==> src/vga_pkg.sv <==
package vga_pkg;

   typedef logic signed [10:0] coord_t;      // raster spot coordinate

   typedef struct packed {
      logic [7:0] r;                         // red
      logic [7:0] g;                         // green
      logic [7:0] b;                         // blue
   } rgb_t;

   typedef logic [9:0] dac_t;                // one video dac channel

   // 640x480 raster, counted in pixels and lines
   localparam int DEF_H_ACTIVE = 640;        // visible pixels per line
   localparam int DEF_H_FRONT  = 16;         // pixels before hsync
   localparam int DEF_H_SYNC   = 96;         // hsync width
   localparam int DEF_H_BACK   = 48;         // pixels after hsync
   localparam int DEF_V_ACTIVE = 480;        // visible lines per frame
   localparam int DEF_V_FRONT  = 10;         // lines before vsync
   localparam int DEF_V_SYNC   = 2;          // vsync width in lines
   localparam int DEF_V_BACK   = 33;         // lines after vsync

   localparam int PIPE_DELAY = 2;            // spot to colour latency

   // 8-bit channel onto the 10-bit dac
   function automatic dac_t to_dac(input logic [7:0] c);
      return {c, 2'b00};                     // low bits stay zero
   endfunction

endpackage

==> src/game_pkg.sv <==
package game_pkg;

   import vga_pkg::*;

   // direction opcode decoded from the buttons
   typedef enum logic [2:0] {
      DIR_NONE  = 3'd0,                      // no button held
      DIR_UP    = 3'd1,
      DIR_DOWN  = 3'd2,
      DIR_LEFT  = 3'd3,
      DIR_RIGHT = 3'd4
   } dir_e;

   typedef logic [9:0] pos_t;                // token top-left corner

   // token colours, both with nonzero green
   localparam rgb_t P1_RGB = '{r: 8'hf0, g: 8'hc8, b: 8'h10};   // yellow
   localparam rgb_t P2_RGB = '{r: 8'h20, g: 8'he0, b: 8'h30};   // green

   localparam logic [7:0] BG_BLUE = 8'h60;   // constant blue of the backdrop

endpackage

==> src/pixel_if.sv <==
`timescale 1ns/1ps

interface pixel_if import vga_pkg::*; ();

   coord_t spot_x;                           // column, 0 = first active pixel
   coord_t spot_y;                           // line, 0 = first active line
   logic   active;                           // spot inside visible area
   logic   frame_end;                        // pulse right after last visible pixel

   // timing generator side
   modport src  (output spot_x, output spot_y, output active, output frame_end);
   // players only care about frame boundaries
   modport ctrl (input frame_end);
   // per-pixel consumers
   modport pix  (input spot_x, input spot_y, input active);

endinterface

==> src/vga_sync.sv <==
`timescale 1ns/1ps

module vga_sync import vga_pkg::*; #(
   parameter int H_ACTIVE = DEF_H_ACTIVE,
   parameter int H_FRONT  = DEF_H_FRONT,
   parameter int H_SYNC   = DEF_H_SYNC,
   parameter int H_BACK   = DEF_H_BACK,
   parameter int V_ACTIVE = DEF_V_ACTIVE,
   parameter int V_FRONT  = DEF_V_FRONT,
   parameter int V_SYNC   = DEF_V_SYNC,
   parameter int V_BACK   = DEF_V_BACK
) (
   input  logic clk,
   input  logic rst_n,
   pixel_if.src px,
   output logic hs,                          // active low
   output logic vs,                          // active low
   output logic blank                        // high on visible pixels
);

   // counter limits, active area first so zero is the top-left pixel
   localparam logic [10:0] H_LAST   = 11'(H_ACTIVE + H_FRONT + H_SYNC + H_BACK - 1);
   localparam logic [10:0] V_LAST   = 11'(V_ACTIVE + V_FRONT + V_SYNC + V_BACK - 1);
   localparam logic [10:0] H_VIS    = 11'(H_ACTIVE);
   localparam logic [10:0] V_VIS    = 11'(V_ACTIVE);
   localparam logic [10:0] HS_START = 11'(H_ACTIVE + H_FRONT);
   localparam logic [10:0] HS_STOP  = 11'(H_ACTIVE + H_FRONT + H_SYNC);
   localparam logic [10:0] VS_START = 11'(V_ACTIVE + V_FRONT);
   localparam logic [10:0] VS_STOP  = 11'(V_ACTIVE + V_FRONT + V_SYNC);

   logic [10:0]           h_cnt;             // pixel in line
   logic [10:0]           v_cnt;             // line in frame
   logic                  line_end;
   logic                  hs_raw;
   logic                  vs_raw;
   logic [PIPE_DELAY-1:0] hs_dly;            // sync and blank delay taps
   logic [PIPE_DELAY-1:0] vs_dly;
   logic [PIPE_DELAY-1:0] blank_dly;

   assign line_end = (h_cnt == H_LAST);

   always_ff @(posedge clk) begin
      if (!rst_n) begin
         h_cnt <= '0;
         v_cnt <= '0;
      end else if (line_end) begin
         h_cnt <= '0;                        // wrap to next line
         if (v_cnt == V_LAST) begin
            v_cnt <= '0;                     // new frame
         end else begin
            v_cnt <= v_cnt + 11'd1;
         end
      end else begin
         h_cnt <= h_cnt + 11'd1;
      end
   end

   assign px.spot_x    = coord_t'(h_cnt);
   assign px.spot_y    = coord_t'(v_cnt);
   assign px.active    = (h_cnt < H_VIS) && (v_cnt < V_VIS);
   assign px.frame_end = (h_cnt == H_VIS) && (v_cnt == V_VIS - 11'd1);   // just past last pixel

   assign hs_raw = !((h_cnt >= HS_START) && (h_cnt < HS_STOP));
   assign vs_raw = !((v_cnt >= VS_START) && (v_cnt < VS_STOP));   // whole lines

   // delay syncs to meet the colour coming out of the mixer
   always_ff @(posedge clk) begin
      if (!rst_n) begin
         hs_dly    <= '1;                    // idle high
         vs_dly    <= '1;
         blank_dly <= '0;
      end else begin
         hs_dly    <= {hs_dly[PIPE_DELAY-2:0], hs_raw};
         vs_dly    <= {vs_dly[PIPE_DELAY-2:0], vs_raw};
         blank_dly <= {blank_dly[PIPE_DELAY-2:0], px.active};
      end
   end

   assign hs    = hs_dly[PIPE_DELAY-1];
   assign vs    = vs_dly[PIPE_DELAY-1];
   assign blank = blank_dly[PIPE_DELAY-1];

endmodule

==> src/player_ctrl.sv <==
`timescale 1ns/1ps

module player_ctrl import game_pkg::*; #(
   parameter int X0          = 0,
   parameter int Y0          = 0,
   parameter int STEP        = 4,
   parameter int SPRITE_SIZE = 32,
   parameter int H_ACTIVE    = 640,
   parameter int V_ACTIVE    = 480
) (
   input  logic  clk,
   input  logic  rst_n,
   pixel_if.ctrl px,
   input  logic  up,
   input  logic  down,
   input  logic  left,
   input  logic  right,
   output pos_t  pos_x,
   output pos_t  pos_y
);

   localparam int X_MAX = H_ACTIVE - SPRITE_SIZE;   // rightmost legal corner
   localparam int Y_MAX = V_ACTIVE - SPRITE_SIZE;   // lowest legal corner

   dir_e dir;
   pos_t nxt_x;
   pos_t nxt_y;

   // button priority up > down > left > right
   always_comb begin
      if (up) begin
         dir = DIR_UP;
      end else if (down) begin
         dir = DIR_DOWN;
      end else if (left) begin
         dir = DIR_LEFT;
      end else if (right) begin
         dir = DIR_RIGHT;
      end else begin
         dir = DIR_NONE;
      end
   end

   // one step, clamped so the whole token stays visible
   always_comb begin
      nxt_x = pos_x;
      nxt_y = pos_y;
      case (dir)
         DIR_UP:    nxt_y = (int'(pos_y) < STEP) ? '0 : pos_y - pos_t'(STEP);
         DIR_DOWN:  nxt_y = (int'(pos_y) + STEP > Y_MAX) ? pos_t'(Y_MAX) : pos_y + pos_t'(STEP);
         DIR_LEFT:  nxt_x = (int'(pos_x) < STEP) ? '0 : pos_x - pos_t'(STEP);
         DIR_RIGHT: nxt_x = (int'(pos_x) + STEP > X_MAX) ? pos_t'(X_MAX) : pos_x + pos_t'(STEP);
         default:   ;                        // DIR_NONE holds position
      endcase
   end

   always_ff @(posedge clk) begin
      if (!rst_n) begin
         pos_x <= pos_t'(X0);
         pos_y <= pos_t'(Y0);
      end else if (px.frame_end) begin       // only between frames, no tearing
         pos_x <= nxt_x;
         pos_y <= nxt_y;
      end
   end

endmodule

==> src/sprite_render.sv <==
`timescale 1ns/1ps

module sprite_render import vga_pkg::*, game_pkg::*; #(
   parameter int SPRITE_SIZE = 32
) (
   input  logic clk,
   pixel_if.pix px,
   input  pos_t p1_x,
   input  pos_t p1_y,
   input  pos_t p2_x,
   input  pos_t p2_y,
   output logic p1_hit,                      // token 1 covers spot, one cycle late
   output logic p2_hit                       // token 2 covers spot, one cycle late
);

   logic p1_in;
   logic p2_in;

   // spot inside the square starting at the token corner
   function automatic logic covers(input coord_t sx, input coord_t sy,
                                   input pos_t cx, input pos_t cy);
      coord_t dx;
      coord_t dy;
      dx = sx - coord_t'(cx);                // offset from corner
      dy = sy - coord_t'(cy);
      return (dx >= 0) && (dx < SPRITE_SIZE) && (dy >= 0) && (dy < SPRITE_SIZE);
   endfunction

   assign p1_in = px.active && covers(px.spot_x, px.spot_y, p1_x, p1_y);
   assign p2_in = px.active && covers(px.spot_x, px.spot_y, p2_x, p2_y);

   always_ff @(posedge clk) begin
      p1_hit <= p1_in;                       // first pipe stage
      p2_hit <= p2_in;
   end

endmodule

==> src/pixel_mixer.sv <==
`timescale 1ns/1ps

module pixel_mixer import vga_pkg::*, game_pkg::*; (
   input  logic clk,
   input  logic rst_n,
   pixel_if.pix px,
   input  logic p1_hit,
   input  logic p2_hit,
   output dac_t vga_r,
   output dac_t vga_g,
   output dac_t vga_b
);

   logic [7:0] x_d;                          // low spot_x bits aligned with hits
   logic       active_d;                     // active aligned with hits
   rgb_t       bg;
   rgb_t       pix;

   always_ff @(posedge clk) begin
      if (!rst_n) begin
         active_d <= 1'b0;
      end else begin
         active_d <= px.active;
      end
   end

   always_ff @(posedge clk) begin
      x_d <= px.spot_x[7:0];
   end

   // red ramp along the line over flat blue
   assign bg = '{r: x_d, g: 8'h00, b: BG_BLUE};

   // player 1 drawn on top of player 2
   always_comb begin
      if (p1_hit) begin
         pix = P1_RGB;
      end else if (p2_hit) begin
         pix = P2_RGB;
      end else begin
         pix = bg;
      end
   end

   always_ff @(posedge clk) begin
      if (!rst_n || !active_d) begin         // black outside visible area
         vga_r <= '0;
         vga_g <= '0;
         vga_b <= '0;
      end else begin
         vga_r <= to_dac(pix.r);
         vga_g <= to_dac(pix.g);
         vga_b <= to_dac(pix.b);
      end
   end

endmodule

==> src/bomber_display.sv <==
`timescale 1ns/1ps

module bomber_display import vga_pkg::*, game_pkg::*; #(
   parameter int H_ACTIVE    = DEF_H_ACTIVE,
   parameter int H_FRONT     = DEF_H_FRONT,
   parameter int H_SYNC      = DEF_H_SYNC,
   parameter int H_BACK      = DEF_H_BACK,
   parameter int V_ACTIVE    = DEF_V_ACTIVE,
   parameter int V_FRONT     = DEF_V_FRONT,
   parameter int V_SYNC      = DEF_V_SYNC,
   parameter int V_BACK      = DEF_V_BACK,
   parameter int SPRITE_SIZE = 32,           // token edge
   parameter int STEP        = 4,            // pixels per frame
   parameter int P1_X0       = 40,           // player 1 start corner
   parameter int P1_Y0       = 40,
   parameter int P2_X0       = 568,          // player 2 start corner
   parameter int P2_Y0       = 408
) (
   input  logic clk,
   input  logic rst_n,
   input  logic j1_up, j1_down, j1_left, j1_right,
   input  logic j2_up, j2_down, j2_left, j2_right,
   output logic vga_hs,
   output logic vga_vs,
   output logic vga_blank,
   output dac_t vga_r,
   output dac_t vga_g,
   output dac_t vga_b
);

   pos_t p1_x, p1_y, p2_x, p2_y;             // token corners
   logic p1_hit, p2_hit;

   pixel_if pix_bus ();                      // raster position bus

   vga_sync #(.H_ACTIVE(H_ACTIVE), .H_FRONT(H_FRONT), .H_SYNC(H_SYNC), .H_BACK(H_BACK),
              .V_ACTIVE(V_ACTIVE), .V_FRONT(V_FRONT), .V_SYNC(V_SYNC), .V_BACK(V_BACK))
      u_sync (.clk(clk), .rst_n(rst_n), .px(pix_bus.src),
              .hs(vga_hs), .vs(vga_vs), .blank(vga_blank));

   player_ctrl #(.X0(P1_X0), .Y0(P1_Y0), .STEP(STEP), .SPRITE_SIZE(SPRITE_SIZE),
                 .H_ACTIVE(H_ACTIVE), .V_ACTIVE(V_ACTIVE))
      u_p1 (.clk(clk), .rst_n(rst_n), .px(pix_bus.ctrl), .up(j1_up), .down(j1_down),
            .left(j1_left), .right(j1_right), .pos_x(p1_x), .pos_y(p1_y));

   player_ctrl #(.X0(P2_X0), .Y0(P2_Y0), .STEP(STEP), .SPRITE_SIZE(SPRITE_SIZE),
                 .H_ACTIVE(H_ACTIVE), .V_ACTIVE(V_ACTIVE))
      u_p2 (.clk(clk), .rst_n(rst_n), .px(pix_bus.ctrl), .up(j2_up), .down(j2_down),
            .left(j2_left), .right(j2_right), .pos_x(p2_x), .pos_y(p2_y));

   sprite_render #(.SPRITE_SIZE(SPRITE_SIZE))
      u_sprite (.clk(clk), .px(pix_bus.pix), .p1_x(p1_x), .p1_y(p1_y), .p2_x(p2_x),
                .p2_y(p2_y), .p1_hit(p1_hit), .p2_hit(p2_hit));

   pixel_mixer u_mix (.clk(clk), .rst_n(rst_n), .px(pix_bus.pix), .p1_hit(p1_hit),
                      .p2_hit(p2_hit), .vga_r(vga_r), .vga_g(vga_g), .vga_b(vga_b));

endmodule

==> config.mk <==
export PLATFORM = sky130hd
export DESIGN_NAME = bomber_display
export DESIGN_NICKNAME = d
export VERILOG_FILES = /design/src/vga_pkg.sv /design/src/game_pkg.sv /design/src/pixel_if.sv /design/src/vga_sync.sv /design/src/player_ctrl.sv /design/src/sprite_render.sv /design/src/pixel_mixer.sv /design/src/bomber_display.sv
export SDC_FILE = /design/constraint.sdc
export NUM_CORES = 1
export LEC_CHECK = 0
export ABC_AREA = 0
export ABC_CLOCK_PERIOD_IN_PS = 8450
export BUFFER_PORTS_ARGS = -buffer_cell sky130_fd_sc_hd__clkbuf_2
export CAP_MARGIN = 10
export CORE_MARGIN = 3
export CORE_UTILIZATION = 45
export CTS_BUF_LIST = sky130_fd_sc_hd__clkbuf_4 sky130_fd_sc_hd__clkbuf_8
export CTS_CLUSTER_DIAMETER = 120
export DETAILED_ROUTE_END_ITERATION = 7
export GPL_TIMING_DRIVEN = 0
export PLACE_DENSITY_LB_ADDON = 0.05
export SETUP_SLACK_MARGIN = 0.15
export SLEW_MARGIN = 20
export SYNTH_ARGS = -nofsm -noshare
export SYNTH_HDL_FRONTEND = slang
export SYNTH_SLANG_ARGS = --single-unit
==> constraint.sdc <==
create_clock -name clk -period 8.45 [get_ports clk]
set_clock_uncertainty 0.1 [all_clocks]
set_input_delay 0.845 -clock clk [delete_from_list [all_inputs] [get_ports clk]]
set_output_delay 0.845 -clock clk [all_outputs]
set_load 0.01 [all_outputs]
==> flow_summary.json, run 1 <==
{
  "postRouteAntennaNets": 0,
  "path_max_fanout": 7,
  "timing.final.crit_period_ps": 3220,
  "synth-edff-count": 0,
  "crit-reg2reg-launch": "u_sync.px.spot_y[1]",
  "deepest_clock_path_buffer_count": 2,
  "synth_seq_area_share_pct": 26.5,
  "die-width_um": 124,
  "syn_area_per_cell_sq_um": 7.59,
  "power.static_leakage_nw": 2.74,
  "area.growth.synth_to_final_pct": 9.62,
  "report.final.setup_viol": 0,
  "cts-buffers-inserted": 9,
  "ctsHoldBuffers": 0,
  "synth_cell_types": 80,
  "irDropWorstVdd_v": 0.0000755,
  "slew-limit-headroom_pct": 40.7,
  "antenna_found_initial": 0,
  "number_of_global_route_vias_before_repair": 5751,
  "gr-total-overflow": 0,
  "fin_crit_sh_pct": 38.1,
  "cts_tree": "built",
  "final_net_count": 936,
  "post-route-drc-count": 0,
  "grtUsageTotal_pct": 24.0,
  "routed-via-count": 6372,
  "hold_start": "u_mix.x_d[5]",
  "data_arrival_critical_path_ps": 3360,
  "drtPass1Iterations": 5,
  "cts_htree_levels": 3,
  "required_time_of_the_worst_setup_path_ps": 8590,
  "timing.critical_path.from": "u_sync.px.spot_y[1]",
  "rsz0062_at_grt": "no",
  "clock-sinks": 83,
  "synth.ff_latch_count": 83,
  "drv_slew": 0,
  "synthesis.area_sq_um": 6270,
  "cts_setup_buffers": 0,
  "grt_max_degree": 18,
  "run_status": "complete, no violations",
  "dominantRegCellSynth": "sky130_fd_sc_hd__dfxtp_1",
  "wire_length_of_the_first_global_routing_pass_um": 29200,
  "cts.root.buffer_cell": "sky130_fd_sc_hd__clkbuf_8",
  "yosys_warning_count": 0,
  "fin_setup_tns_ps": 0,
  "num_io_pins": 43,
  "path_class": "reg2reg",
  "post_dp_hpwl_um": 13400,
  "finalWeightedCongestion": 0.966,
  "insertion_delay_to_the_later_sink_of_the_worst_skew_pair_ps": 380,
  "die-height_um": 124,
  "cp-start-kind": "register",
  "row_count": 42,
  "drive_above_1_share_pct": 8.61,
  "max-cap-violations": 0,
  "worstSetupEndpointType": "register",
  "antenna_cells": 0,
  "power_density_nw_per_um2": 107,
  "fin_total_pwr_mw": 0.733,
  "initial_utilization_pct": 46.6,
  "route.final.wire_length_um": 18200,
  "hold_viol_final": 0,
  "timing.hold.worst.class": "reg2reg",
  "post_synth_inst_count": 826,
  "synthArstFlopShare_pct": 0,
  "avgRoutedWirePerCell_um": 17.2,
  "numPortBuffers": 27,
  "slew_worst_pin_ps": 883,
  "post_cts_resized": 0,
  "post_drt_via_cell_ratio": 6.02,
  "core-area_sq_um": 13500,
  "fp.dieArea_sq_um": 15400,
  "clock.fmax_mhz": 310,
  "drt_first_iter_violations": 536,
  "clkSlewWorstSetupHoldPaths_ps": 110
}
[synthesized netlist by cell type (4+ instances only)]
library cell | instances | share of area (%)
sky130_fd_sc_hd__nor2_1 | 85 | 5.1
sky130_fd_sc_hd__dfxtp_1 | 83 | 27
sky130_fd_sc_hd__o21ai_0 | 54 | 4.3
sky130_fd_sc_hd__a21oi_1 | 51 | 4.1
sky130_fd_sc_hd__nand2_1 | 50 | 3.0
sky130_fd_sc_hd__inv_1 | 49 | 2.9
sky130_fd_sc_hd__ha_1 | 48 | 9.6
sky130_fd_sc_hd__nand3_1 | 38 | 3.0
sky130_fd_sc_hd__clkbuf_1 | 37 | 2.2
sky130_fd_sc_hd__nor3_1 | 31 | 2.5
sky130_fd_sc_hd__nand4_1 | 20 | 2.0
sky130_fd_sc_hd__xnor2_1 | 19 | 2.7
sky130_fd_sc_hd__buf_4 | 17 | 2.0
sky130_fd_sc_hd__and3_1 | 16 | 1.6
sky130_fd_sc_hd__nor4_1 | 15 | 1.5
sky130_fd_sc_hd__nand2b_1 | 14 | 1.4
sky130_fd_sc_hd__a21o_1 | 12 | 1.4
sky130_fd_sc_hd__a31oi_1 | 12 | 1.2
sky130_fd_sc_hd__xor2_1 | 10 | 1.4
sky130_fd_sc_hd__mux2i_1 | 9 | 1.4
sky130_fd_sc_hd__o21a_1 | 8 | 0.96
sky130_fd_sc_hd__a22oi_1 | 7 | 0.84
sky130_fd_sc_hd__nor4b_1 | 7 | 0.98
sky130_fd_sc_hd__o211ai_1 | 7 | 0.84
sky130_fd_sc_hd__o31ai_1 | 7 | 0.84
sky130_fd_sc_hd__a211oi_1 | 6 | 0.72
sky130_fd_sc_hd__and2_1 | 6 | 0.60
sky130_fd_sc_hd__a41oi_1 | 5 | 0.70
sky130_fd_sc_hd__o31a_1 | 5 | 0.70
sky130_fd_sc_hd__or3_1 | 5 | 0.50
sky130_fd_sc_hd__a2111oi_0 | 4 | 0.56
sky130_fd_sc_hd__nor2b_1 | 4 | 0.40
sky130_fd_sc_hd__nor3b_1 | 4 | 0.48
[layout make-up]
type	count	area [sq um]
Sequential cell	83	1660
Timing Repair Buffer	27	135
Inverter	50	188
Buffer	59	302
Multi-Input combinational cell	648	4170
Clock inverter	7	71.3
Tap cell	176	220
Clock buffer	9	124
Fill cell	1393	6580
[critical path, cell delays in order (launching register included)]
cell and delay [ps]:
sky130_fd_sc_hd__dfxtp_1 410, sky130_fd_sc_hd__ha_1 310, sky130_fd_sc_hd__or4b_1 450, sky130_fd_sc_hd__or4_1 400, sky130_fd_sc_hd__buf_2 210, sky130_fd_sc_hd__nor3_1 640, sky130_fd_sc_hd__nand2_1 190, sky130_fd_sc_hd__a311oi_1 300
sky130_fd_sc_hd__a31oi_1 70
[metrics by stage]
| step | setup slack (ps) | cell area [sq um] | std cells | util [%] | hold WS, ps |
|---|---|---|---|---|---|
| finish | 5230 | 6870 | 1059 | 51.1 | 333 |
| global route | 5090 | 6870 | 1059 | 51.1 | 356 |
| CTS | 5310 | 6870 | 1059 | 51.1 | 338 |
| detailed placement | 5360 | 6680 | 1043 | 49.6 | 315 |
| global placement | 5350 | 6680 | 1043 | 49.6 | 303 |
| floorplan | 5740 | 6320 | 840 | - | 270 |
[registers in the layout, indices dropped and copies added, names as in the netlist]
name              flops
u_sprite.p2_hit       1
u_sync.hs_dly         2
u_mix.vga_r           8
u_sync.px.spot_y     11
u_sync.px.spot_x     11
u_p1.pos_x            8
u_mix.vga_g           3
u_sync.vs_dly         2
u_p2.pos_y            8
u_mix.x_d             8
u_mix.vga_b           2
u_p2.pos_x            8
u_sprite.p1_hit       1
u_p1.pos_y            8
u_sync.blank_dly      2
[power by group]
group	switching, mW	internal, mW	total [mW]
clock network	0.178	0.115	0.293
logic	0.0272	0.0144	0.0416
registers	0.00374	0.395	0.399
total	0.209	0.524	0.733
[cell families after synthesis]
kind of cell,count (synthesis),synth area share [%]
adder cells (fa/ha/maj),48,9.58
buffers and inverters,109,7.80
AO/OA/AOI/OAI,230,24.5
XOR/XNOR,29,4.05
flip-flops,83,26.5
multiplexers,10,1.62
other,1,0.0598
AND/OR/NAND/NOR,316,25.8
[placed cells by master, fill, tap and decap left out, types with 14 or more instances in the layout]
master                      n
sky130_fd_sc_hd__nand2_1   50
sky130_fd_sc_hd__ha_1      48
sky130_fd_sc_hd__nand2b_1  14
sky130_fd_sc_hd__conb_1    15
sky130_fd_sc_hd__buf_4     17
sky130_fd_sc_hd__and3_1    16
sky130_fd_sc_hd__a21oi_1   51
sky130_fd_sc_hd__nor3_1    31
sky130_fd_sc_hd__nand4_1   20
sky130_fd_sc_hd__nor4_1    15
sky130_fd_sc_hd__nor2_1    85
sky130_fd_sc_hd__inv_1     49
sky130_fd_sc_hd__clkbuf_2  27
sky130_fd_sc_hd__clkbuf_1  37
sky130_fd_sc_hd__xnor2_1   19
sky130_fd_sc_hd__dfxtp_1   83
sky130_fd_sc_hd__nand3_1   38
sky130_fd_sc_hd__o21ai_0   54
[routing by layer]
layer	wire [um]	share of wire [%]	track usage [%]	up-vias
met5	0	0	0	-
li1	-	-	-	3131
met4	339	1.9	7.19	0
met3	1260	6.9	5.31	30
met1	8360	46	33.0	2969
met2	8240	45	37.6	242
[final timing paths]
| path | end | slack (ps) | depth (start not counted) |
|---|---|---|---|
| hold reg to reg | u_mix.vga_r[7] | 330 | 1 |
| hold / removal | u_mix.vga_r[7] | 330 | 1 |
| setup reg to reg | u_p1.pos_x[3] | 5230 | 8 |
| setup / recovery | u_p1.pos_x[3] | 5230 | 8 |
Power figures use the tool's default switching activity.
==> inputs of run 2 (changes only) <==
- ABC_AREA: 0 -> 1
- ABC_CLOCK_PERIOD_IN_PS: 8450 -> 2620
- clock period: 8.45 -> 2.62 ns (I/O delays scaled with it)
==> run 2 against run 1 <==
Effect of this change:
- synthesized cell count up 33%
- count of clock-buffer cells in the layout unchanged
- register-to-register slack worse by 4800 ps
- critical endpoint is now u_p1.pos_y[8]
- largest cell class unchanged
==> flow_summary.json, run 2 <==
{
  "post_synth_inst_count": 1098,
  "cts-buffers-inserted": 9,
  "layout.filler_cells": 1576,
  "yosysMostFrequentCell": "sky130_fd_sc_hd__nand2_1",
  "drtPass1Iterations": 5,
  "synthArstFlopShare_pct": 0,
  "report.final.setup_viol": 0,
  "row_count": 44,
  "number_of_global_route_vias_before_repair": 6177,
  "deepest_clock_path_buffer_count": 2,
  "highest_count_cells_in_the_layout_ignoring_fill_and_taps": "sky130_fd_sc_hd__nand2_1 (288), sky130_fd_sc_hd__inv_1 (152), sky130_fd_sc_hd__nor2_1 (124)",
  "critPathSlowestCell": "sky130_fd_sc_hd__dfxtp_1",
  "post_synth_main_area_contributors": "sky130_fd_sc_hd__dfxtp_1 (24%), sky130_fd_sc_hd__nand2_1 (16%), sky130_fd_sc_hd__ha_1 (8.8%), sky130_fd_sc_hd__inv_1 (8.4%), sky130_fd_sc_hd__nor2_1 (6.9%)",
  "slew_worst_pin_ps": 805,
  "antenna_found_initial": 0,
  "final_common_cell": "sky130_fd_sc_hd__nand2_1",
  "avgRoutedWirePerCell_um": 13.1,
  "crit-reg2reg-launch": "u_sync.px.spot_y[0]",
  "synthesis.area_sq_um": 6830,
  "drv_slew": 0,
  "wire_length_of_the_first_global_routing_pass_um": 28800,
  "die-width_um": 129,
  "area.growth.synth_to_final_pct": 9.51,
  "drt_first_iter_violations": 228,
  "ctsHoldBuffers": 0,
  "power_density_nw_per_um2": 341,
  "required_time_of_the_worst_setup_path_ps": 2810,
  "post_drt_via_cell_ratio": 5.02,
  "cts_tree": "built",
  "die-height_um": 129,
  "timing.critical_path.from": "u_sync.px.spot_y[0]",
  "grt_max_degree": 17,
  "data_arrival_critical_path_ps": 2380,
  "final_net_count": 1207,
  "clock-sinks": 83,
  "clkSlewWorstSetupHoldPaths_ps": 110,
  "cp_cell_sequence": "ha_1 -> nand3_1 -> nor2_1 -> nand4_1 -> nor2_2 -> o21ai_2 -> nor3_1 -> nor2_1",
  "synth_cell_types": 46,
  "routed-via-count": 6723,
  "yosys_warning_count": 0,
  "numPortBuffers": 26,
  "antenna_cells": 0,
  "power.static_leakage_nw": 3.88,
  "finalWeightedCongestion": 0.937,
  "run_status": "complete, no violations",
  "path_class": "reg2reg",
  "synthTopCellsByCount": "sky130_fd_sc_hd__nand2_1 (288), sky130_fd_sc_hd__inv_1 (152), sky130_fd_sc_hd__nor2_1 (125), sky130_fd_sc_hd__dfxtp_1 (83), sky130_fd_sc_hd__nand3_1 (83)",
  "worstSetupEndpointType": "register",
  "timing.hold.worst.class": "in2reg",
  "synth_seq_area_share_pct": 24.3,
  "irDropWorstVdd_v": 0.000293,
  "initial_utilization_pct": 46.5,
  "route.final.wire_length_um": 17500,
  "hold_viol_final": 0,
  "timing.final.crit_period_ps": 2190,
  "core-area_sq_um": 14700,
  "fp.dieArea_sq_um": 16700,
  "max-cap-violations": 0,
  "cp-start-kind": "register",
  "cts.root.buffer_cell": "sky130_fd_sc_hd__clkbuf_8",
  "delay_contributed_by_the_slowest_stage_of_the_critical_path_ps": 410,
  "postRouteAntennaNets": 0,
  "synth.ff_latch_count": 83,
  "synth_top_area_share_pct": 24.3,
  "cts_setup_buffers": 0,
  "rsz0062_at_grt": "no",
  "clock.fmax_mhz": 457,
  "post_dp_hpwl_um": 13700,
  "gr-total-overflow": 0,
  "drive_above_1_share_pct": 10.7,
  "path_max_fanout": 7,
  "hold_start": "j2_down",
  "syn_area_per_cell_sq_um": 6.22,
  "slew-limit-headroom_pct": 46.3,
  "dominantRegCellSynth": "sky130_fd_sc_hd__dfxtp_1",
  "cts_htree_levels": 3,
  "post-route-drc-count": 0,
  "fin_setup_tns_ps": 0,
  "timing.critical_path.mode_cell": "sky130_fd_sc_hd__nor2_1",
  "synth-edff-count": 0,
  "insertion_delay_to_the_later_sink_of_the_worst_skew_pair_ps": 400,
  "grtUsageTotal_pct": 21.5,
  "hold_slack_ps": 173,
  "num_io_pins": 43,
  "post-synth-top-area-cell": "sky130_fd_sc_hd__dfxtp_1",
  "fin_crit_sh_pct": 83.5
}
[run 2: repair_timing]
item | 4_1_cts | 5_1_grt
setup endpoints to repair | 0 | 1
endpoints found under the hold margin | 0 | 0
resized for setup | 0 | 2
[run 2: cell families (layout without fill, tap and decap cells)]
kind of cell             after synthesis  in the layout  share of synthesized area [%]
AND/OR/NAND/NOR                      600            600                           39.7
buffers and inverters                199            241                           12.3
AO/OA/AOI/OAI                        130            130                           10.1
flip-flops                            83             83                           24.3
XOR/XNOR                              37             37                           4.74
adder cells (fa/ha/maj)               48             48                           8.79
other                                  1             15                         0.0549
[run 2: final timing paths]
path                   endpoint  slack (ps)  cells after the start
hold / removal    u_p2.pos_x[8]         170                      6
setup reg to reg  u_p1.pos_y[8]         430                      8
hold reg to reg    u_mix.x_d[1]         280                      0
setup / recovery  u_p1.pos_y[8]         430                      8
[run 2: where the power goes]
group / internal (mW) / leakage [nW] / switching (mW)
Sequential: 1.27 / 0.672 / 0.00657
Combinational: 0.0442 / 3.10 / 0.0929
Clock: 0.556 / 0.117 / 0.581
[run 2: layout make-up]
type                       count  area [sq um]  area share, %
multi-input combinational    830          4390           58.7
sequential                    83          1660           22.2
inverter                     166           624           8.35
tap                          184           230           3.08
buffer                        33           213           2.84
timing repair buffer          26           130           1.74
clock buffer                   9           124           1.66
clock inverter                 7           106           1.42
[run 2: worst max-delay path: cells and delay by family (launching register included)]
family / cells / cell delay, ps
compound gates: 1 / 210
fa+ha+maj: 1 / 310
flops: 1 / 410
simple gates: 6 / 1060
[run 2: through the flow]
stage / cells / setup WS (ps) / power, mW / cell area [sq um] / util, %
2_1_floorplan: 1112 / 790 / 1.40 / 6880 / -
3_3_place_gp: 1322 / 251 / 1.44 / 7240 / 49.3
3_5_place_dp: 1322 / 260 / 1.45 / 7240 / 49.3
4_1_cts: 1338 / 382 / 2.58 / 7470 / 50.8
5_1_grt: 1338 / 173 / 2.64 / 7480 / 50.9
6_report: 1338 / 431 / 2.55 / 7480 / 50.9
[run 2: layer usage]
metal  wire [um]  vias up  GRT usage (%)
li1            -     3601              -
met1        8190     2994           27.3
met2        8360      100           37.5
met3         546       28           2.68
met4         388        0           8.03
met5           0        -              0
